<file path="src/icache_cfg.svh">
`ifndef ICACHE_CFG_SVH
`define ICACHE_CFG_SVH

// two ways of 128 sets, 32-byte lines
// fetch address splits as tag | index | word | byte

`define ICACHE_INDEX_W    7     // set select bits
`define ICACHE_OFFSET_W   5     // byte offset inside a line
`define ICACHE_TAG_W      20    // remaining upper pc bits

`define ICACHE_SETS       128
`define ICACHE_LINE_WORDS 8

// widths above must satisfy
// tag + index + offset == 32
// 1 << index == sets
// 4 * line words == 1 << offset

`endif

</file>
<file path="src/fetch_pkg.sv">
`default_nettype none

package fetch_pkg;

    // plain 32-bit word, used for pc, addresses and instructions
    typedef logic [31:0] bus32_t;

    // a full cache line as returned by memory
    // word 0 sits in bits 31:0
    typedef logic [255:0] bus256_t;

    // two instruction slots handed to the front end
    typedef bus32_t [1:0] inst_pair_t;  // [0] at pc, [1] at pc+4

endpackage : fetch_pkg

`default_nettype wire

</file>
<file path="src/icache_pkg.sv">
`default_nettype none

`include "icache_cfg.svh"

package icache_pkg;

    import fetch_pkg::*;

    // field view of a fetch address
    typedef struct packed {
        logic [`ICACHE_TAG_W-1:0]    tag;
        logic [`ICACHE_INDEX_W-1:0]  index;
        logic [`ICACHE_OFFSET_W-3:0] word;   // word inside the line
        logic [1:0]                  bsel;   // zero for aligned fetch
    } cache_addr_fields_t;

    // same 32 bits, seen as a word or as tag/index/offset
    typedef union packed {
        bus32_t             raw;
        cache_addr_fields_t f;
    } cache_addr_u;

    // tag array entry
    typedef struct packed {
        logic                     valid;
        logic [`ICACHE_TAG_W-1:0] tag;
    } tagv_t;

endpackage : icache_pkg

`default_nettype wire

</file>
<file path="src/fetch_req_stage.sv">
`timescale 1ns/100ps
`default_nettype none

module fetch_req_stage
    import fetch_pkg::*, icache_pkg::*;
(
    input  logic        clk,
    input  logic        reset,
    input  logic        fetch_valid,
    input  bus32_t      fetch_pc,
    input  logic        branch_flush,
    input  logic        miss,
    input  logic        busy,
    output logic        req_valid,
    output cache_addr_u req_addr,
    output logic        fetch_stall
);

    logic replay_q;  // lookup rereads the filled set this cycle
    logic accept;

    assign fetch_stall = miss || busy || replay_q;
    assign accept      = fetch_valid && !fetch_stall && !branch_flush;

    always_ff @(posedge clk) begin
        if (reset) begin
            req_valid <= 1'b0;
            replay_q  <= 1'b0;
        end else begin
            replay_q <= busy;
            if (branch_flush) begin
                req_valid <= 1'b0;  // drop whatever was waiting
            end else if (!fetch_stall) begin
                req_valid <= fetch_valid;
            end
        end
    end

    // held unchanged through a stall
    always_ff @(posedge clk) begin
        if (accept) begin
            req_addr.raw <= fetch_pc;
        end
    end

endmodule : fetch_req_stage

`default_nettype wire

</file>
<file path="config.mk">
export PLATFORM = sky130hd
export DESIGN_NAME = fetch_req_stage
export DESIGN_NICKNAME = d
export VERILOG_FILES = /design/src/fetch_pkg.sv /design/src/icache_pkg.sv /design/src/fetch_req_stage.sv
export VERILOG_INCLUDE_DIRS = /design/src /design/src/src
export SDC_FILE = /design/constraint.sdc
export NUM_CORES = 1
export LEC_CHECK = 0
export BUFFER_PORTS_ARGS = -buffer_cell sky130_fd_sc_hd__buf_2
export CORE_ASPECT_RATIO = 0.75
export CORE_MARGIN = 4
export CORE_UTILIZATION = 42
export CTS_CLUSTER_DIAMETER = 40
export CTS_CLUSTER_SIZE = 8
export DETAILED_ROUTE_END_ITERATION = 10
export GPL_TIMING_DRIVEN = 0
export PLACE_DENSITY = 0.81
export SKIP_LAST_GASP = 1
export SLEW_MARGIN = 10
export SYNTH_ARGS = -nofsm -noshare
export SYNTH_HDL_FRONTEND = slang
export SYNTH_SLANG_ARGS = --single-unit
</file>
<file path="constraint.sdc">
create_clock -name clk -period 6.3 [get_ports clk]
set_clock_uncertainty 0.2 [all_clocks]
set_input_delay 1.26 -clock clk [delete_from_list [all_inputs] [get_ports clk]]
set_output_delay 1.26 -clock clk [all_outputs]
set_load 0.005 [all_outputs]
</file>
# After elaboration in Yosys (flattened, before gate mapping)
# Cells that the tools add are included.
[word_totals]
ff_bits = 34
in_bits = 38
output_inout_bits = 34
wordCells = 10
[classes]
n_reduce_logical = 7
[ops]
columns = ["operator", "count"]
rows = [
  ["$logic_and 1x1->1", 2],
  ["$logic_not 1->1", 2],
  ["$logic_or 1x1->1", 2],
  ["$reduce_or 2->1", 1],
]

# Longest topological paths before layout
# Gate-level depths: netlist (run 1).
[logic_depth]
depth_word = 5
ltp_mapped = 2
depth_no_buf = 2

# Least setup slack after synthesis (run 1)
# OpenSTA, ideal clock, no wires.
[synth_timing]
path_type = "input port to flip-flop"
startpoint = "input port busy"
endpoint = "register req_addr[0] in the netlist's numbering (enable)"
setup_time_ns = 0.468
t_arrival_ns = 4.076
required_ns = 5.632
slack_ns = 1.556
path_stages = 2
n_path_buf = 0
cell_sequence = "or3_1 nor3b_1"
[synth_via]
elab_chain_cells = 5
[synth_lines]
columns = ["item", "line_no", "source"]
rows = [
  ["start: declaration", "fetch_req_stage.sv:13", "input logic busy,"],
  ["$logic_or 1x1->1 (2 in a row)", "fetch_req_stage.sv:22", "assign fetch_stall = miss || busy || replay_q;"],
  ["$logic_not 1->1", "--", ""],
  ["$logic_and 1x1->1 (2 in a row)", "fetch_req_stage.sv:23", "assign accept = fetch_valid && !fetch_stall && !branch_flush;"],
  ["named net accept", "fetch_req_stage.sv:20", "logic accept;"],
  ["end: declaration", "fetch_req_stage.sv:15", "output cache_addr_u req_addr,"],
]
# The timed path passes the listed nets, and every way through them passes these cells.
# A chain may end at the register's enable or synchronous reset.

# Worst setup path in the final report (run 1)
[layout_timing]
startpoint = "input port busy"
endpoint = "output port fetch_stall"
[layout_via]
elab_chain_cells = 2
[layout_lines]
columns = ["item", "line_no", "source"]
rows = [
  ["$logic_or 1x1->1 (2 in a row)", "fetch_req_stage.sv:22", ""],
  ["end: declaration", "fetch_req_stage.sv:16", "output logic fetch_stall"],
]
# No other way between the ends.

==> impl_results.md, run 1 <==
- Fin util: ~65%
- Power Internal: 303 µW
- Share of cells above drive strength 1: 66.9%
- Worst hold margin: 0.287 ns
- Synth top area cells: edfxtp_1 (92%), dfxtp_1 (3.8%), or4b_1 (0.96%), a211oi_1 (0.72%), nor3b_1 (0.72%)
- Reg power frac: 65.4%
- Worst Hold Depth: 2
- Routed wire length: 2.16 mm
- CTS tree: built
- Clock Power Share: 29.7%
- Core ar.: 2330 µm²
- Die height: 51.2 µm
- DIE AREA: around 3400 µm²
- Footprint of the multi-input gates: 50.0 µm²
- Starting Density: 44.9%
- Initial DRT Pass Iterations: 4
- Hold Path End: req_valid
- Post-DP HPWL: 1.69 mm
- Yosys cell types: 8
- Max clock buf depth: 2
- Worst R2R Start: replay_q
- Crit-path cells: buf_2, or3_1, buf_2
- Rel. slew slack: a little under three fifths
- FF+latch count, synth: 34
- Sw frac: 21.2%
- Synth warn: 0
- GR Util All Layers: 15.1%
- Final #Nets: between 150 and 200
- Synth area leader: edfxtp_1
- ANT cells: 0
- Top post-synthesis cells by count: edfxtp_1 (32), dfxtp_1 (2)
- Sequential area share after synthesis: 95.7%
- Overall power: 385 µW
- Yosys top cell area share: 91.9%
- Final min period: 3.40 ns
- Final Setup Violations: 0
- Max-cap viol count: 0
- Clk Latency, worst-skew pair: 0.33 ns
- Port bufs: 71
- RR Endpoint: req_addr[19]
- Io pins: 72
- Post-synth ARST share: 0%
- Drt initial violations: 12
- PwrDens: about 250 nW/µm²
- Dominant synthesized flop cell: edfxtp_1
- Critical Path Most Common Cell: buf_2
- Mapped cell area: 1050 µm²
- Placer Congestion: 0.647
- Worst path buffer plus inverter count: 2
- Final setup TNS: 0 ns
- Sequential Area: approximately 1000 µm²
- Worst Hold Launch: req_valid
- Standard-cell rows: 15
- Synth-to-layout area growth: 45.1%
- Post-Syn Nets: 78
- Net Sw Power: around 80 µW
- Vias per inst: 4.46
- Count of final hold-check violations: 0
- Cell with the most instances after synthesis: edfxtp_1
- CP max FO: 4
- PostCTS Resize Cnt: 0
- Via Count: between 600 and 700
- WS Path Type: in -> out
- CP top delay family: simple AND/OR/NAND/NOR gates
- # clock sinks: 34
- Maximum number of pins on one net before global-route repair: 14
- DRC violation count after routing: 0
- CP required: 4.84 ns
- WL per Instance: around 14 µm
- HP Class: reg -> reg
- Final worst slack: 2.90 ns
- Peak supply drop: 148 µV
- Actual slew at the worst max-slew pin: 0.656 ns
- Syn avg cell area: roughly 26 µm²
- Die W: 65.6 µm
- CP Launch Type: input port
- Total gr overflow: 0
- CTS Root Cell: clkbuf_4
- Clock transition at the registers of the reported paths: roughly 0.10 ns
- Post-route ant nets: 0
- TritonCTS Buffers: 5
- Fin crit share: 53.9%
- Worst slack at placement: 2.91 ns
- CP Launch Point: busy
- F_max: 295 MHz
- Antenna violations before repair: 0
- Comb pwr share: 4.9%
- Vias in the first global route: 792
- H-tree levels: 2
- Post-synthesis cell count: 40
- FF-to-FF path depth: 3
- Post-CTS Hold Buffers: 0
- Reg2reg setup slack: roughly 4.2 ns
- Post-synth EDFFs: 32
- Layout fillers: 190
- Outcome: complete, no violations
- CP Capture Type: output port
- First-pass GRT wire length: 3.53 mm
- Slowest cell on the critical path: or3_1
- RSZ-0062 raised after global routing: no
- Worst EP arrival: 1.94 ns
- Leakage power: 0.637 nW
- Slew Limit Fails: 0
- Post-CTS setup buffers: 0
- Crit-path max cell delay: 0.41 ns
[through the flow]
stage,cell area [µm²],instances
after global placement,1440,145
after floorplan,1050,40
after CTS,1520,155
final,1520,155
after global routing,1520,155
after detailed placement,1460,147
[cells by family (layout without fill, tap and decap cells)]
logic type | count (synthesis) | after routing | share of synthesized area, %
DFF | 34 | 34 | 95.7
AOI/OAI and AO/OA | 2 | 2 | 1.44
and+or+nand+nor | 4 | 4 | 2.87
buffers and inverters | 0 | 81 | 0
[layout make-up]
class                      instances  area share [%]
clock inverter                     3            1.07
clock buffer                       5            2.47
timing repair buffer              73            24.4
tap                               34            2.80
sequential                        34            66.0
multi-input combinational          6            3.30
[tightest hold or removal path, stage by stage (launching register included)]
cell and delay [ns]:
dfxtp_1 0.33, o31ai_1 0.06, a211oi_1 0.06
[layout by cell type (no fill, tap or decap)]
| cell | count |
|---|---|
| buf_2 | 71 |
| edfxtp_1 | 32 |
| clkbuf_4 | 5 |
| buf_4 | 2 |
| dfxtp_1 | 2 |
| or3_1 | 1 |
| nor3b_2 | 1 |
| or4b_1 | 1 |
| o31ai_1 | 1 |
| a211oi_1 | 1 |
| nor2b_1 | 1 |
| clkinv_1 | 1 |
| clkinvlp_4 | 1 |
| clkinv_2 | 1 |
[power by group through the flow]
stage | registers [mW] | clock network (mW) | logic, mW
2_1_floorplan | 0.258 | 0 | 0.00229
5_1_grt | 0.252 | 0.128 | 0.0212
3_3_place_gp | 0.257 | 0 | 0.0170
4_1_cts | 0.252 | 0.117 | 0.0190
6_report | 0.252 | 0.114 | 0.0188
3_5_place_dp | 0.257 | 0 | 0.0190
[per-layer routing]
| layer | wire length [µm] | part of all wire, % | track usage (%) |
|---|---|---|---|
| met1 | 759 | 35 | 14.9 |
| met2 | 999 | 46 | 23.0 |
| met3 | 341 | 16 | 9.89 |
| met4 | 57 | 2.6 | 10.3 |
| met5 | 0 | 0 | 0 |
[how the worst max path moves through the flow]
stage	endpoint	slack [ns]	cells after the start
after global routing	fetch_stall	2.88	3
after global placement	req_addr[26]	0.87	3
after CTS	fetch_stall	2.91	3
after detailed placement	fetch_stall	2.91	3
after floorplan	req_addr[0]	1.56	2
final	fetch_stall	2.90	3
[registers in the layout (all words and copies together) (netlist names)]
name	flops
replay_q	1
req_addr	32
req_valid	1
Power figures use the tool's default switching activity.
==> run 2: changes to the inputs <==
--- a/config.mk
+++ b/config.mk
@@ -9,12 +9,12 @@
 export BUFFER_PORTS_ARGS = -buffer_cell sky130_fd_sc_hd__buf_2
 export CORE_ASPECT_RATIO = 0.75
 export CORE_MARGIN = 4
-export CORE_UTILIZATION = 42
+export CORE_UTILIZATION = 39
 export CTS_CLUSTER_DIAMETER = 40
 export CTS_CLUSTER_SIZE = 8
 export DETAILED_ROUTE_END_ITERATION = 10
 export GPL_TIMING_DRIVEN = 0
-export PLACE_DENSITY = 0.81
+export PLACE_DENSITY = 0.76
 export SKIP_LAST_GASP = 1
 export SLEW_MARGIN = 10
 export SYNTH_ARGS = -nofsm -noshare
==> constraint.sdc (replaced) <==
create_clock -name clk -period 3.2 [get_ports clk]
set_clock_uncertainty 0.2 [all_clocks]
set_input_delay 0.64 -clock clk [delete_from_list [all_inputs] [get_ports clk]]
set_output_delay 0.64 -clock clk [all_outputs]
set_load 0.005 [all_outputs]
==> run 2 against run 1 <==
Effect of this change: via count fell by 2.3%; first-iteration DRC count increased by 17%; largest cell class unchanged; clock power grew to 2.8 times the previous value; sequential power grew 97%; global-route usage is 2.1 points lower; sequential share of layout area decreased by 2.1 points; final cell count is 0.65% lower; worst hold slack worse by 0.012 ns; worst setup slack lost 2.0 ns; largest power group unchanged; routed wire length decreased by 3.1%.
==> impl_results.md, run 2 (same netlist as run 1, synthesis figures left out) <==
- Post-route cell area: 1570 µm² (was 1520 µm²)
- Finished Layout Cells: 154 (was 155)
- Starting Density: 43.2% (was 44.9%)
- Clock Power Share: 37.2% (was 29.7%)
- Clock transition at the registers of the reported paths: 0.10 ns (about the same)
- Worst EP arrival: 2.14 ns (was 1.94 ns)
- Post-route ant nets: 0 (unchanged)
- DIE AREA: 3580 µm² (was 3360 µm²)
- Max reg flops: 32 (unchanged)
- Most frequent cells in the layout: buf_2 (71), edfxtp_1 (32), clkbuf_4 (5), dfxtp_1 (2) (was buf_2 (71), edfxtp_1 (32), clkbuf_4 (5), buf_4 (2), dfxtp_1 (2))
- DRC violation count after routing: 0 (unchanged)
- Final min period: 2.31 ns
- Count of final hold-check violations: 0 (unchanged)
- CP required: 3.04 ns (was 4.84 ns)
- Drt initial violations: 14 (was 12)
- DP Area: 1480 µm² (was 1460 µm²)
- Final worst slack: 0.894 ns (was 2.90 ns)
- # clock sinks: 34 (unchanged)
- Comb pwr share: 4.5% (was 4.9%)
- Peak supply drop: 288 µV (was 148 µV)
- Reg with most FFs: req_addr (unchanged)
- Post-CTS Hold Buffers: 0 (unchanged)
- F_max: 434 MHz
- WS Path Type: in -> reg (was in -> out)
- Total gr overflow: 0 (unchanged)
- Post-CTS setup buffers: 0 (unchanged)
- Share of cells above drive strength 1: 66.7% (was 66.9%)
- Routed wire length: 2.09 mm (was 2.16 mm)
- Placer Congestion: 0.632 (was 0.647)
- Layout fillers: 182 (was 190)
- Power Internal: 704 µW (was 303 µW)
- H-tree levels: 2 (unchanged)
- Vias per inst: 4.39 (was 4.46)
- Dpl cells: 146 (was 147)
- HP Class: in -> reg (was reg -> reg)
- RSZ-0062 raised after global routing: no (unchanged)
- Regs by FF count: req_addr: 32 flops, replay_q: 1 flops, req_valid: 1 flops (unchanged)
- Final setup TNS: 0 ns (unchanged)
- Leakage power: 0.658 nW (was 0.637 nW)
- Final #Nets: 157 (was 158)
- Maximum number of pins on one net before global-route repair: 19 (was 14)
- Io pins: 72 (unchanged)
- PostCTS Resize Cnt: 0 (unchanged)
- Final Setup Violations: 0 (unchanged)
- Outcome: complete, no violations (unchanged)
- Max clock buf depth: 2 (unchanged)
- Rel. slew slack: 44.7% (was 56.0%)
- Sw frac: 17.3% (was 21.2%)
- PwrDens: 543 nW/µm² (was 254 nW/µm²)
- Standard-cell rows: 15 (unchanged)
- Slew Limit Fails: 0 (unchanged)
- CP Capture Type: register (was output port)
- Clk Latency, worst-skew pair: 0.32 ns (was 0.33 ns)
- ANT cells: 0 (unchanged)
- CTS tree: built (unchanged)
- CP Launch Type: input port (unchanged)
- CP max FO: 18 (was 4)
- Actual slew at the worst max-slew pin: 0.829 ns (was 0.656 ns)
- Die W: 67.8 µm (was 65.6 µm)
- Die height: 52.9 µm (was 51.2 µm)
- Initial DRT Pass Iterations: 3 (was 4)
- Overall power: 851 µW (was 385 µW)
- WL per Instance: 13.6 µm (was 13.9 µm)
- CTS Root Cell: clkbuf_4 (unchanged)
- Port bufs: 71 (unchanged)
- GR Util All Layers: 12.9% (was 15.1%)
- Reg power frac: 58.3% (was 65.4%)
- Core ar.: 2420 µm² (was 2330 µm²)
- Antenna violations before repair: 0 (unchanged)
- First-pass GRT wire length: 3.08 mm (was 3.53 mm)
- TritonCTS Buffers: 5 (unchanged)
- Synth-to-layout area growth: 49.9% (was 45.1%)
- Net Sw Power: 147 µW (was 81.4 µW)
- Worst slack at placement: 0.556 ns (was 2.91 ns)
- Fin crit share: 72.1%
- Via Count: 676 (was 692)
- Vias in the first global route: 688 (was 792)
- Commonest non-fill, non-tap cell in the layout: buf_2 (unchanged)
- Max-cap viol count: 0 (unchanged)
run 2: per-stage QoR:
step / hold slack, ns / utilization (%)
global route: 0.237 / 64.8
global placement: 0.262 / 59.8
finish: 0.275 / 64.8
detailed placement: 0.270 / 61.2
floorplan: 0.264 / -
CTS: 0.259 / 64.8
run 2: critical path, stage by stage:
cell and delay, ns:
buf_2 0.12, or3_1 0.43, nor3b_4 0.71, buf_16 0.23
run 2: layout make-up:
type / count / area, µm² / area share, %
multi-input cells: 6 / 56.3 / 3.59
clock inverters: 1 / 30.0 / 1.92
flip-flops and latches: 34 / 1000 / 63.8
repair buffers: 72 / 383 / 24.4
well taps: 34 / 42.5 / 2.71
clock buffers: 7 / 55.1 / 3.51
run 2: power groups by stage:
stage	Combinational [mW]	Clock (mW)	Sequential, mW
detailed placement	0.0392	0	0.506
CTS	0.0393	0.325	0.496
global route	0.0431	0.356	0.497
finish	0.0384	0.316	0.496
global placement	0.0341	0	0.506
floorplan	0.00478	0	0.507
run 2: per-layer routing:
metal  vias to the layer above  global-route usage (%)  wire length, µm
met5                         -                       0                0
met4                         0                    8.91               35
met3                         4                    8.92              356
met2                        48                    21.2             1080
met1                       301                    11.2              621
li1                        323                       -                -
run 2: worst paths after layout:
check / startpoint / to / slack [ns] / depth (start not counted)
max: busy / req_addr[28] / 0.89 / 4
min: reset / replay_q / 0.27 / 2
max reg2reg: replay_q / req_addr[28] / 1.04 / 3
min reg2reg: req_valid / req_valid / 0.28 / 2
