## config.mk

```make
export PLATFORM = sky130hd
export DESIGN_NAME = refill_unit
export DESIGN_NICKNAME = d
export VERILOG_FILES = /design/src/fetch_pkg.sv /design/src/refill_unit.sv
export VERILOG_INCLUDE_DIRS = /design/src /design/src/src
export SDC_FILE = /design/constraint.sdc
export NUM_CORES = 1
export LEC_CHECK = 0
export BUFFER_PORTS_ARGS = -buffer_cell sky130_fd_sc_hd__buf_2
export CAP_MARGIN = 20
export CORE_AREA = 2 2 227 229
export DETAILED_ROUTE_END_ITERATION = 8
export DIE_AREA = 0 0 229 231
export PLACE_DENSITY_LB_ADDON = 0.15
export SLEW_MARGIN = 20
export SYNTH_ARGS = -nofsm -noshare
export SYNTH_HDL_FRONTEND = slang
export SYNTH_SLANG_ARGS = --single-unit
export TNS_END_PERCENT = 30
```

## constraint.sdc

```tcl
create_clock -name clk -period 22.1 [get_ports clk]
set_input_delay 2.21 -clock clk [delete_from_list [all_inputs] [get_ports clk]]
set_output_delay 2.21 -clock clk [all_outputs]
set_load 0.1 [all_outputs]
```

## src/icache_cfg.svh

```systemverilog
`ifndef ICACHE_CFG_SVH
`define ICACHE_CFG_SVH

// two ways of 128 sets, 32-byte lines
// fetch address splits as tag | index | word | byte

`define ICACHE_INDEX_W    7     // set select bits
`define ICACHE_OFFSET_W   5     // byte offset inside a line
`define ICACHE_TAG_W      20    // remaining upper pc bits

`define ICACHE_SETS       128
`define ICACHE_LINE_WORDS 8

// widths above must satisfy
// tag + index + offset == 32
// 1 << index == sets
// 4 * line words == 1 << offset

`endif

```

## src/fetch_pkg.sv

```systemverilog
`default_nettype none

package fetch_pkg;

    // plain 32-bit word, used for pc, addresses and instructions
    typedef logic [31:0] bus32_t;

    // a full cache line as returned by memory
    // word 0 sits in bits 31:0
    typedef logic [255:0] bus256_t;

    // two instruction slots handed to the front end
    typedef bus32_t [1:0] inst_pair_t;  // [0] at pc, [1] at pc+4

endpackage : fetch_pkg

`default_nettype wire

```

## src/refill_unit.sv

```systemverilog
`timescale 1ns/100ps
`default_nettype none

`include "icache_cfg.svh"

module refill_unit
    import fetch_pkg::*;
(
    input  logic    clk,
    input  logic    reset,
    input  logic    miss,
    input  bus32_t  miss_addr,
    input  logic    branch_flush,
    input  logic    ret_valid,
    input  bus256_t ret_data,
    output logic    rd_req,
    output bus32_t  rd_addr,
    output logic    fill_valid,
    output bus256_t fill_line,
    output logic    busy
);

    localparam logic [1:0] ST_IDLE    = 2'd0;
    localparam logic [1:0] ST_REQ     = 2'd1;
    localparam logic [1:0] ST_DISCARD = 2'd2;  // flushed, line still owed
    localparam logic [1:0] ST_FILL    = 2'd3;

    logic [1:0] state;
    logic [1:0] state_nxt;

    always_comb begin
        state_nxt = state;
        case (state)
            ST_IDLE: begin
                if (miss) begin
                    state_nxt = ST_REQ;
                end
            end
            ST_REQ: begin
                if (ret_valid) begin
                    state_nxt = branch_flush ? ST_IDLE : ST_FILL;
                end else if (branch_flush) begin
                    state_nxt = ST_DISCARD;
                end
            end
            ST_DISCARD: begin
                if (ret_valid) begin
                    state_nxt = ST_IDLE;
                end
            end
            default: state_nxt = ST_IDLE;  // fill lasts one cycle
        endcase
    end

    always_ff @(posedge clk) begin
        if (reset) begin
            state <= ST_IDLE;
        end else begin
            state <= state_nxt;
        end
    end

    always_ff @(posedge clk) begin
        if (state == ST_IDLE && miss) begin
            rd_addr <= {miss_addr[31:`ICACHE_OFFSET_W], {`ICACHE_OFFSET_W{1'b0}}};
        end
        if (state == ST_REQ && ret_valid) begin
            fill_line <= ret_data;
        end
    end

    assign rd_req     = (state == ST_REQ) || (state == ST_DISCARD);
    assign fill_valid = (state == ST_FILL);
    assign busy       = (state != ST_IDLE);

endmodule : refill_unit

`default_nettype wire

```

# --- Word-level counts from Yosys, hierarchy flattened ---
# Cells that the tools add are included.
op_classes:
  n_eq_ne: 6
  n_mux: 6
  n_reduce_logical: 6
ops:
  columns: ["op", "n"]
  rows:
  - ["2-to-1 mux 2 bit", 5]
  - ["one-hot mux 2 bit (3 select lines)", 1]
  - ["== test 2 bit, second input constant", 2]
  - ["!= test 2 bit, second input constant", 2]
  - ["!= test 3 bit, second input constant", 1]
  - ["AND reduction 3 bit", 1]
  - ["== test 2 x 1 -> 1 bit, second input constant", 1]
  - ["logical AND 1 bit", 2]
  - ["logical NOT 2 bit", 1]
  - ["nonzero test 2 bit", 1]
  - ["logical OR 1 bit", 1]
totals:
  register_bits: 285
  input_bits: 293
  output_inout_bits: 291
  wordCells: 21

# --- Depth between registers and ports, before layout ---
# Gate-level depths: netlist of the first run.
depth:
  ltp_word: 3
  depth_mapped: 6
  depth_no_buf: 6

# --- Worst setup path after synthesis of the first run ---
# No wires, ideal clock.
synth_path:
  kind: "input to register"
  start: "input port ret_valid"
  end: "register fill_line[0] (enable)"
  setup_time_ps: 648
  arrival_ps: 7959
  required_ps: 21452
  slack_ps: 13493
  stages: 1
  cell_sequence: "and2_1"
synth_between:
  elab_chain_cells: 1
synth_rtl:
  columns: ["element", "line", "text"]
  rows:
  - ["start: declaration", "refill_unit.sv:14", "input logic ret_valid,"]
  - ["logical AND 1 bit", "refill_unit.sv:67", "if (state == ST_REQ && ret_valid) begin"]
  - ["end signal: assignment", "refill_unit.sv:68", "fill_line <= ret_data;"]
  - ["end: declaration", "refill_unit.sv:19", "output bus256_t fill_line,"]
# No other way between the ends.
# A chain may end at the register's enable or synchronous reset.

# --- Final worst setup path of the first run ---
layout_path:
  start: "input port ret_valid"
  end: "register fill_line[64] (enable)"
# Same word-level chain as after synthesis.

==> summary.md, run 1 <==
| Metric | Value |
|---|---|
| CP max FO | roughly 70 |
| Area growth syn-to-layout | 55.69% |
| Clock net sink count | 285 |
| Delay of the slowest critical-path stage | 780 ps |
| Post-route DRC | 0 |
| Clk buf depth | 3 |
| CTS resizes | 0 |
| Reg-to-reg endpoint | fill_line[64]$_DFFE_PP_ |
| Max_cap viols | 0 |
| Mapped Cells | 315 |
| Combinational Power Share | 0.375 |
| CTS buffer count | 34 |
| First-pass GRT wire length | 37370 microns |
| Seq/Total Area, Yosys | 0.9750 |
| Synth area leaders | edfxtp_1, ha_1, dfxtp_1 |
| Gr ovfl total | 0 |
| CP Cell Sequence | buf_2, and2_4, buf_4, buf_16, buf_4 |
| Synth cell types | 15 |
| Clk pwr share | 0.272 |
| Core area | 50680 sq um |
| Synth Warn # | 0 |
| Tmin final | 4452 ps |
| GRT Overall Usage | 0.09802 |
| Pin count of the biggest net entering global routing | 73 |
| Pwr/cell area | 150.7 nW/um^2 |
| Switching Fraction | 0.4528 |
| Share of cells above drive strength 1 | 0.6576 |
| Peak Freq | between 0.2 and 0.25 GHz |
| Reg-to-reg startpoint | state[1]$_SDFFE_PP0P_ |
| Leakage power | about 5.6 nW |
| Worst slew pin tran | 968.5 ps |
| CP Data Required Time | 22250 ps |
| Worst IR Drop VDD | 0.07464 mV |
| Vias in the first global route | approximately 5500 |
| Crit-path most repeated cell | buf_4 |
| CP Launch Type | input port |
| CP Data Arrival Time | 4600 ps |
| Root Driver | clkbuf_16 |
| Ports | about 580 |
| CTS tree | done |
| Die Wd | roughly 230 microns |
| Crit-path slowest cell | and2_4 |
| Final Max Tran Viols | 0 |
| Tightest Hold Check Type | reg -> reg |
| Sequential fraction of design power | 0.353 |
| Hold_buf cts | 0 |
| Drt wl/cell | 16.76 microns |
| FILL cells | 5301 |
| Post-synth design cell area | 8757 sq um |
| Post-layout util | 0.2690 |
| Worst-skew pair later-pin latency | 530 ps |
| Setup TNS | 0 ps |
| Worst path bufs/invs | 4 |
| Post-synth top area share | 0.9704 |
| Number of nets in the layout | 1227 |
| Dpl cell area | 12490 sq um |
| Avg Inst Size Synth | about 28 sq um |
| Rel. slew slack | 0.3543 |
| Yosys reg bits | 285 |
| Clock transition at path regs | 50 ps |
| Final ANT Viol Nets | 0 |
| Tcrit/Tclk final | 0.2014 |
| Final instance area | 13630 sq um |
| Die area | roughly 53000 sq um |
| RePlAce Congestion | 0.7299 |
| Internal | around 0.0011 W |
| CP delay by family, top | buffers and inverters |
| Initial antenna violation count | 10 |
| IO buf count | 573 |
| Std cell rows | 83 |
| Initial core utilization | 0.1728 |
| Iteration-0 DRC Markers | between 200 and 250 |
| H-tree levels | 2 |
| Reg2Reg Depth | 6 |
| Post-DP HPWL | slightly above 20000 microns |
| Final setup violation count | 0 |
| # Post-CTS Setup Buffers | 0 |
| NetSw | 0.0009306 W |
| Hold Crit Start | state[1]$_SDFFE_PP0P_ |
| Die H | 231 microns |
| DR vias/cell | roughly 3.3 |
| Area leader, netlist | edfxtp_1 |
| Crit path capture type | flop |
| Critical path class | in -> reg |
| Final wirelength | 27410 microns |
| Total number of vias | 5415 |
| Final hold vios | 0 |
| RSZ-0062 raised after global routing | no |
| Router iterations before antenna repair | 6 |
| Status | finished, final reports clean |
| Hold EP | state[1]$_SDFFE_PP0P_ |
| Max Clock Skew | about 19 ps |
| Hold path depth | 2 |
| Worst R2R Setup Slack | 18810 ps |
cells by family (layout without fill, tap and decap cells):
group | Yosys count | count (layout) | share of synthesized area
compound gates | 4 | 4 | 0.003428
fa+ha+maj | 6 | 6 | 0.008572
buf+inv | 10 | 643 | 0.006430
flops | 285 | 285 | 0.9750
mux | 1 | 1 | 0.001143
other cells | 1 | 8 | 0.0004282
simple gates | 8 | 8 | 0.005002
cell usage after synthesis:
master	instances
buf_4	5
ha_1	6
edfxtp_1	283
nor2_1	3
nand3_1	1
and2_1	1
a221oi_2	1
nor3b_1	1
mux2i_1	1
a21oi_1	3
conb_1	1
dfxtp_1	2
nand3b_1	1
inv_1	5
nand2b_1	1
layer usage:
metal	wire, microns	up-vias	global-route usage	part of all wire
li1	-	2489	-	-
met1	9376	2517	0.09962	0.34
met2	13690	344	0.1660	0.50
met3	3508	55	0.05669	0.13
met4	760	10	0.03774	0.028
met5	68	-	0	0.0025
power groups by stage:
stage          Sequential [W]  Combinational, W  Clock, W
2_1_floorplan         0.00134         0.0000595         0
3_3_place_gp         0.000736          0.000779         0
3_5_place_dp         0.000737          0.000777         0
4_1_cts              0.000727          0.000777  0.000585
5_1_grt              0.000733          0.000792  0.000607
6_report             0.000725          0.000771  0.000559
metrics by stage:
| stage | power, W | cells | setup WS (ps) | hold slack (ps) |
|---|---|---|---|---|
| after floorplan | 0.001398 | 319 | 13490 | 472.7 |
| after global placement | 0.001515 | 1571 | 16760 | 520.8 |
| after detailed placement | 0.001514 | 1571 | 16770 | 528.1 |
| after CTS | 0.002089 | 1631 | 17370 | 534.5 |
| after global routing | 0.002131 | 1634 | 17410 | 546.6 |
| final | 0.002055 | 1635 | 17650 | 526.0 |
worst max-delay path by stage:
stage / slack [ps] / cells past startpoint / end / startpoint
after floorplan: 13490 / 1 / fill_line[0]$_DFFE_PP_ / ret_valid
after global placement: 16760 / 4 / fill_line[104]$_DFFE_PP_ / ret_valid
after detailed placement: 16770 / 4 / fill_line[104]$_DFFE_PP_ / ret_valid
after CTS: 17370 / 4 / fill_line[104]$_DFFE_PP_ / ret_valid
after global routing: 17410 / 5 / fill_line[254]$_DFFE_PP_ / ret_valid
final: 17650 / 5 / fill_line[64]$_DFFE_PP_ / ret_valid
sequential cells by signal, indices dropped and copies added (netlist names):
signal     count
fill_line    256
rd_addr       27
state          2
cells in the final DEF (no fill, tap or decap), drive strengths merged:
cell type,n
clkbuf,49
a21oi,3
a221oi,1
diode,3
buf,578
and2,1
nand3b,1
mux2i,1
conb,5
ha,6
nor3b,1
edfxtp,283
nand3,1
clkinvlp,2
nor2,3
nand2b,1
inv,5
bufinv,3
clkinv,6
dfxtp,2
final cells by class:
type,count,area (sq um),area share
multi-input cells,24,182.7,0.01340
clock buffers,49,980.9,0.07195
clock inverters,11,130.1,0.009544
flip-flops and latches,285,8538,0.6262
well taps,680,850.8,0.06240
diodes,3,7.507,0.0005506
repair buffers,578,2925,0.2146
inverters,5,18.77,0.001377
tightest hold or removal path: stages (launching register included):
cell      delay (ps)
dfxtp_1          350
nand2b_1          80
a21oi_1           50
(Power assumes the default switching activity.)
==> run 2: changes to the inputs <==
Settings changed: CORE_AREA 2 2 227 229 to 2 2 229 231, DIE_AREA 0 0 229 231 to 0 0 231 233.
Clock period 22.1 ns to 3.72 ns, I/O delays scaled along.
==> run 2 against run 1 <==
Against the previous run:
- count of clock-buffer cells in the layout down 6
- via count up 19%
- register-to-register slack worse by 17000 ps
- non-clock buffer count up 262
- sequential share of layout area down 9.9 points
- design area up 19%
- total power rose to 6.0 times the previous value
- clock power rose to 5.6 times the previous value
- core utilization up 4.8 points
- first-iteration DRC count down 21%
- clock skew down 8.4 ps
- final cell count up 16%
- critical endpoint is now busy
==> summary.md, run 2 (synthesized netlist as in run 1, its figures left out) <==
| Metric | Value |
|---|---|
| Top flop regs | fill_line (256), rd_addr (27), state (2) |
| # Post-CTS Setup Buffers | 0 (unchanged) |
| Pin count of the biggest net entering global routing | 89 (+22%) |
| Clk buf depth | 3 (unchanged) |
| Max reg flops | 256 (unchanged) |
| Combinational Power Share | 0.394 (+0.019) |
| Most frequent cells in the layout | buf_2, edfxtp_1, dlygate4sd3_1, clkbuf_16, clkinv_1 |
| Setup crit start | state[0]$_SDFFE_PP0P_ |
| Clock transition at path regs | 50 ps (about the same) |
| Worst IR Drop VDD | 0.4382 mV (+490%) |
| Met1 Wirelength | 10210 microns (+8.9%) |
| Max_cap viols | 0 (unchanged) |
| H-tree levels | 2 (unchanged) |
| Final wirelength | 29080 microns (+6.1%) |
| Leakage power | 6.622 nW (+19%) |
| Highest routed layer | met5 |
| Vias in the first global route | 6934 (+25%) |
| Final hold vios | 0 (unchanged) |
| FILL cells | 5161 (-2.6%) |
| Root Driver | clkbuf_16 |
| Ports | 584 (unchanged) |
| Max Clock Skew | 10.54 ps (-8.360 ps) |
| Crit path capture type | primary output |
| IO buf count | 573 (unchanged) |
| Top reg by flops | fill_line |
| Antenna fix cells | 0 (-3) |
| Final ANT Viol Nets | 0 (unchanged) |
| Met2 WL | 14850 microns (+8.5%) |
| Std cell rows | 83 (unchanged) |
| Hold Crit Start | ret_data[179] |
| Reg-to-reg startpoint | state[1]$_SDFFE_PP0P_ |
| Iteration-0 DRC Markers | 159 (-21%) |
| Initial antenna violation count | 5 (-5) |
| Commonest non-fill, non-tap cell in the layout | buf_2 |
| Total number of vias | 6462 (+19%) |
| Die Wd | 231 microns (+0.87%) |
| First-pass GRT wire length | 41030 microns (+9.8%) |
| Footprint of the multi-input gates | 182.7 sq um (unchanged) |
| Status | finished, final reports clean |
| Tightest Hold Check Type | in -> reg |
| Number of nets in the layout | 1490 (+21%) |
| Sequential fraction of design power | 0.350 (-0.003) |
| Clock net sink count | 285 (unchanged) |
| Peak Freq | roughly 0.46 GHz |
| DR vias/cell | 3.415 (+3.1%) |
| Die area | 53820 sq um (+1.7%) |
| CP Data Required Time | 3350 ps (-18900 ps) |
| Worst R2R Setup Slack | 1910 ps (-16900 ps) |
| GRT Overall Usage | 0.1023 (+0.004324) |
| Final Max Tran Viols | 0 (unchanged) |
| Initial core utilization | 0.1714 (-0.001405) |
| CP max FO | 5 (-93%) |
| Setup TNS | 0 ps (unchanged) |
| Share of cells above drive strength 1 | 0.5124 (-0.1452) |
| CTS tree | done |
| Internal | 0.006687 W (+490%) |
| Clk pwr share | 0.256 (-0.016) |
| Gr ovfl total | 0 (unchanged) |
| Worst-skew pair later-pin latency | 520 ps (about the same) |
| RSZ-0062 raised after global routing | no |
| Sequential Area | 8538 sq um (unchanged) |
| NetSw | 0.005560 W (+500%) |
| Dpl cell area | 12530 sq um (+0.36%) |
| Post-layout util | 0.3169 (+0.04789) |
| Critical path class | reg -> out |
| Rel. slew slack | 0.6317 (+0.2774) |
| Worst slew pin tran | 552.5 ps (-416.1 ps) |
| Switching Fraction | 0.4540 (+0.001140) |
| Final setup violation count | 0 (unchanged) |
| Final instance area | 16190 sq um (+19%) |
| Tcrit/Tclk final | 0.5802 |
| CP Launch Type | flop |
| Area growth syn-to-layout | 84.91% |
| RePlAce Congestion | 0.7221 (-1.1%) |
| Die H | 233 microns (+0.87%) |
| Post-DP HPWL | 21150 microns (+1.7%) |
| Post-route DRC | 0 (unchanged) |
| Pwr/cell area | 756.3 nW/um^2 (+400%) |
| Router iterations before antenna repair | 4 (-2) |
| Drt wl/cell | 15.37 microns (-8.3%) |
| CTS buffer count | 35 (+2.9%) |
| Core area | 51090 sq um (+0.82%) |
| Tmin final | 2158 ps |
| Met3 WL | 3110 microns (-11%) |
| CP Data Arrival Time | 1790 ps (-2810 ps) |
run 2: cell types whose count changed in the layout (fill, tap and decap cells not counted), moves of 3 or more:
cell / previous run / this run
dlygate4sd3_1: 0 / 262
clkinv_1: 4 / 12
clkbuf_1: 11 / 6
buf_12: 0 / 3
diode_2: 3 / 0
run 2: metrics by stage:
stage,power (W),hold WS [ps],setup WS [ps],std cells
global placement,0.009007,519.1,1888,1572
global route,0.01270,12.29,1438,1892
CTS,0.01246,0.08504,1505,1892
finish,0.01225,43.02,1562,1892
floorplan,0.008214,441.1,866.4,319
detailed placement,0.009001,511.0,1889,1572
run 2: critical path, cell delays in order (launching register included):
cell	delay (ps)
dfxtp_1	400
inv_1	110
ha_1	200
inv_1	100
buf_2	450
run 2: timing repair:
action	4_1_cts	5_1_grt
hold buffers	262	0
setup endpoints to repair	0	0
gates resized for setup	0	0
hold endpoints to repair	263	0
run 2: cell type report:
| type | count | share of cell area |
|---|---|---|
| flip-flops and latches | 285 | 0.5273 |
| repair buffers | 840 | 0.3437 |
| clock buffers | 43 | 0.05857 |
| well taps | 680 | 0.05254 |
| multi-input cells | 24 | 0.01128 |
| clock inverters | 15 | 0.005486 |
| inverters | 5 | 0.001159 |
run 2: layer usage:
layer	vias up	track usage
met2	346	0.1801
met1	3041	0.1053
li1	3009	-
met4	6	0.04173
met5	-	0
met3	60	0.04657
run 2: worst paths after layout:
check | endpoint | cells past startpoint
worst max-delay path | busy | 4
worst min-delay path | fill_line[179]$_DFFE_PP_ | 1
worst max register to register | fill_line[38]$_DFFE_PP_ | 4
worst min register to register | state[1]$_SDFFE_PP0P_ | 2
run 2: power groups by stage:
stage          combinational (W)  sequential [W]  clock (W)
2_1_floorplan           0.000356         0.00786          0
3_3_place_gp             0.00466         0.00435          0
3_5_place_dp             0.00465         0.00435          0
4_1_cts                  0.00487         0.00429    0.00329
5_1_grt                  0.00496         0.00433    0.00340
6_report                 0.00483         0.00429    0.00313
==> run 3: changes to the inputs <==
Settings changed: CORE_AREA 2 2 229 231 to 2 2 227 229, DIE_AREA 0 0 231 233 to 0 0 229 231.
Clock period 3.72 ns to 2.25 ns, I/O delays scaled along.
==> run 3 against run 2 <==
Against the previous run:
- non-clock buffer count increased by 30
- flip-flop and latch count did not move
- worst setup slack worse by 1300 ps
- count of clock-buffer cells in the layout up 3
- routed wire length decreased by 3.5%
- final cell count increased by 1.7%
- total power rose by 66%
==> summary.md, run 3 (synthesized netlist as in run 1, its figures left out) <==
| Metric | Value |
|---|---|
| Status | finished, final reports clean |
| GRT Overall Usage | 0.1018 (-0.0005308) |
| Hold_buf cts | 284 (+8.4%) |
| Post-route DRC | 0 (unchanged) |
| IO buf count | 573 (unchanged) |
| Hold path depth | 4 (+3) |
| Clock net sink count | 285 (unchanged) |
| Ports | 584 (unchanged) |
| Tightest Hold Check Type | in -> reg |
| Area growth syn-to-layout | 88.90% |
| CTS tree | done |
| Share of cells above drive strength 1 | 0.5088 (-0.003534) |
| Final setup violation count | 0 (unchanged) |
| Number of nets in the layout | 1519 (+1.9%) |
| Leakage power | 6.772 nW (+2.3%) |
| Die Wd | 229 microns (-0.87%) |
| Antenna fix cells | 0 (unchanged) |
| Max Clock Skew | 7.476 ps (-3.065 ps) |
| Final Max Tran Viols | 0 (unchanged) |
| Core area | 50680 sq um (-0.81%) |
| Std cell rows | 83 (unchanged) |
| Pin count of the biggest net entering global routing | 40 (-55%) |
| Rel. slew slack | 0.6468 (+0.01511) |
| Drt wl/cell | 14.58 microns (-5.1%) |
| Final ANT Viol Nets | 0 (unchanged) |
| Worst-skew pair later-pin latency | 510 ps (about the same) |
| Die area | 52900 sq um (-1.7%) |
| Tmin final | 1990 ps |
| Final hold vios | 0 (unchanged) |
| Gr ovfl total | 0 (unchanged) |
| Iteration-0 DRC Markers | 211 (+33%) |
| Met1 Wirelength | 10020 microns (-1.9%) |
| Hold Crit Start | branch_flush |
| CTS resizes | 0 (unchanged) |
| RePlAce Congestion | 0.7280 (+0.82%) |
| Pwr/cell area | 1230 nW/um^2 (+63%) |
| Max_cap viols | 0 (unchanged) |
| Initial antenna violation count | 0 (-5) |
| Peak Freq | 0.5024 GHz |
| CTS buffer count | 34 (-2.9%) |
| H-tree levels | 2 (unchanged) |
| Reg-to-reg startpoint | state[1]$_SDFFE_PP0P_ |
| Critical path class | reg -> out |
| Non-Filler Instances | 1924 (+1.7%) |
| Initial core utilization | 0.1728 (+0.001405) |
| CP Launch Type | flop |
| CP max FO | 5 (unchanged) |
| Placed instance count | 1580 (+0.51%) |
| First-pass GRT wire length | 41100 microns (+0.17%) |
| Highest routed layer | met4 |
| Final instance area | 16540 sq um (+2.2%) |
| RSZ-0062 raised after global routing | no |
| Worst hold slack | 51.12 ps (+8.094 ps) |
| Crit path capture type | primary output |
| Worst R2R Setup Slack | 620 ps (-1290 ps) |
| FILL cells | 5127 (-0.66%) |
| Setup TNS | 0 ps (unchanged) |
| Router iterations before antenna repair | 4 (unchanged) |
| Max reg flops | 256 (unchanged) |
| Clk buf depth | 3 (unchanged) |
| CP Data Arrival Time | 1770 ps (-20 ps) |
| DR vias/cell | 3.384 (-0.92%) |
| Met2 WL | 14880 microns (+0.17%) |
| Met3 WL | 2465 microns (-21%) |
| Total number of vias | 6511 (+0.76%) |
| Top flop regs | fill_line (256), rd_addr (27), state (2) |
| Final wirelength | 28050 microns (-3.5%) |
| # Post-CTS Setup Buffers | 0 (unchanged) |
| Dpl cell area | 12660 sq um (+1.0%) |
| Worst IR Drop VDD | 0.6656 mV (+52%) |
| Commonest non-fill, non-tap cell in the layout | buf_2 |
| Clock transition at path regs | 60 ps (about the same) |
| Top reg by flops | fill_line |
| Die H | 231 microns (-0.86%) |
| Reg2Reg Depth | 5 (+1) |
| CP Data Required Time | 2030 ps (-1320 ps) |
| Vias in the first global route | 7071 (+2.0%) |
| Worst slew pin tran | 533.5 ps (-19.00 ps) |
| Post-DP HPWL | 20440 microns (-3.4%) |
| Hold EP | state[1]$_SDFFE_PP0P_ |
| Reg-to-reg endpoint | fill_line[163]$_DFFE_PP_ |
| Root Driver | clkbuf_16 |
| Most frequent cells in the layout | buf_2, dlygate4sd3_1, edfxtp_1, clkbuf_16, clkinv_1 |
| Tcrit/Tclk final | 0.8846 |
run 3: cell types whose count changed in the layout (fill, tap and decap cells not counted), sizes merged:
cell | previous run | this run
clkbuf | 43 | 46
inv | 6 | 5
buf | 578 | 586
dlygate4sd3 | 262 | 284
run 3: critical path, stage by stage (launching register included):
cell     delay (ps)
dfxtp_2         400
inv_1           100
ha_1            200
inv_1           100
buf_2           450
run 3: stage by stage:
| stage | setup WS (ps) | util | total power, W |
|---|---|---|---|
| final | 259.6 | 0.3264 | 0.02034 |
| after floorplan | -521.1 | - | 0.01359 |
| after detailed placement | 619.5 | 0.2498 | 0.01495 |
| after global placement | 631.6 | 0.2498 | 0.01496 |
| after global routing | 168.0 | 0.3264 | 0.02106 |
| after CTS | 199.9 | 0.3264 | 0.02067 |
run 3: where the power goes:
group          internal, W  switching [W]  total (W)
Combinational      0.00119        0.00690    0.00809
Sequential         0.00689       0.000204    0.00710
Clock              0.00309        0.00207    0.00516
Total               0.0112        0.00918     0.0203
run 3: layout make-up:
cell class	instances	area [sq um]	area share
Inverter	5	18.77	0.001135
Sequential cell	285	8541	0.5163
Multi-Input combinational cell	24	195.2	0.01180
Clock inverter	14	81.33	0.004916
Tap cell	680	850.8	0.05143
Clock buffer	46	959.7	0.05801
Timing Repair Buffer	870	5896	0.3564
run 3: worst max path at each step:
stage,startpoint,end,slack [ps]
6_report,state[0]$_SDFFE_PP0P_,busy,260
3_3_place_gp,state[1]$_SDFFE_PP0P_,fill_line[174]$_DFFE_PP_,630
3_5_place_dp,state[1]$_SDFFE_PP0P_,fill_line[185]$_DFFE_PP_,620
4_1_cts,state[0]$_SDFFE_PP0P_,busy,200
5_1_grt,state[0]$_SDFFE_PP0P_,busy,170
2_1_floorplan,state[1]$_SDFFE_PP0P_,fill_line[0]$_DFFE_PP_,-520
run 3: layer usage:
layer	up-vias	track usage
met4	0	0.03369
met2	318	0.1854
met3	42	0.04027
met5	-	0
met1	3081	0.1067
li1	3070	-
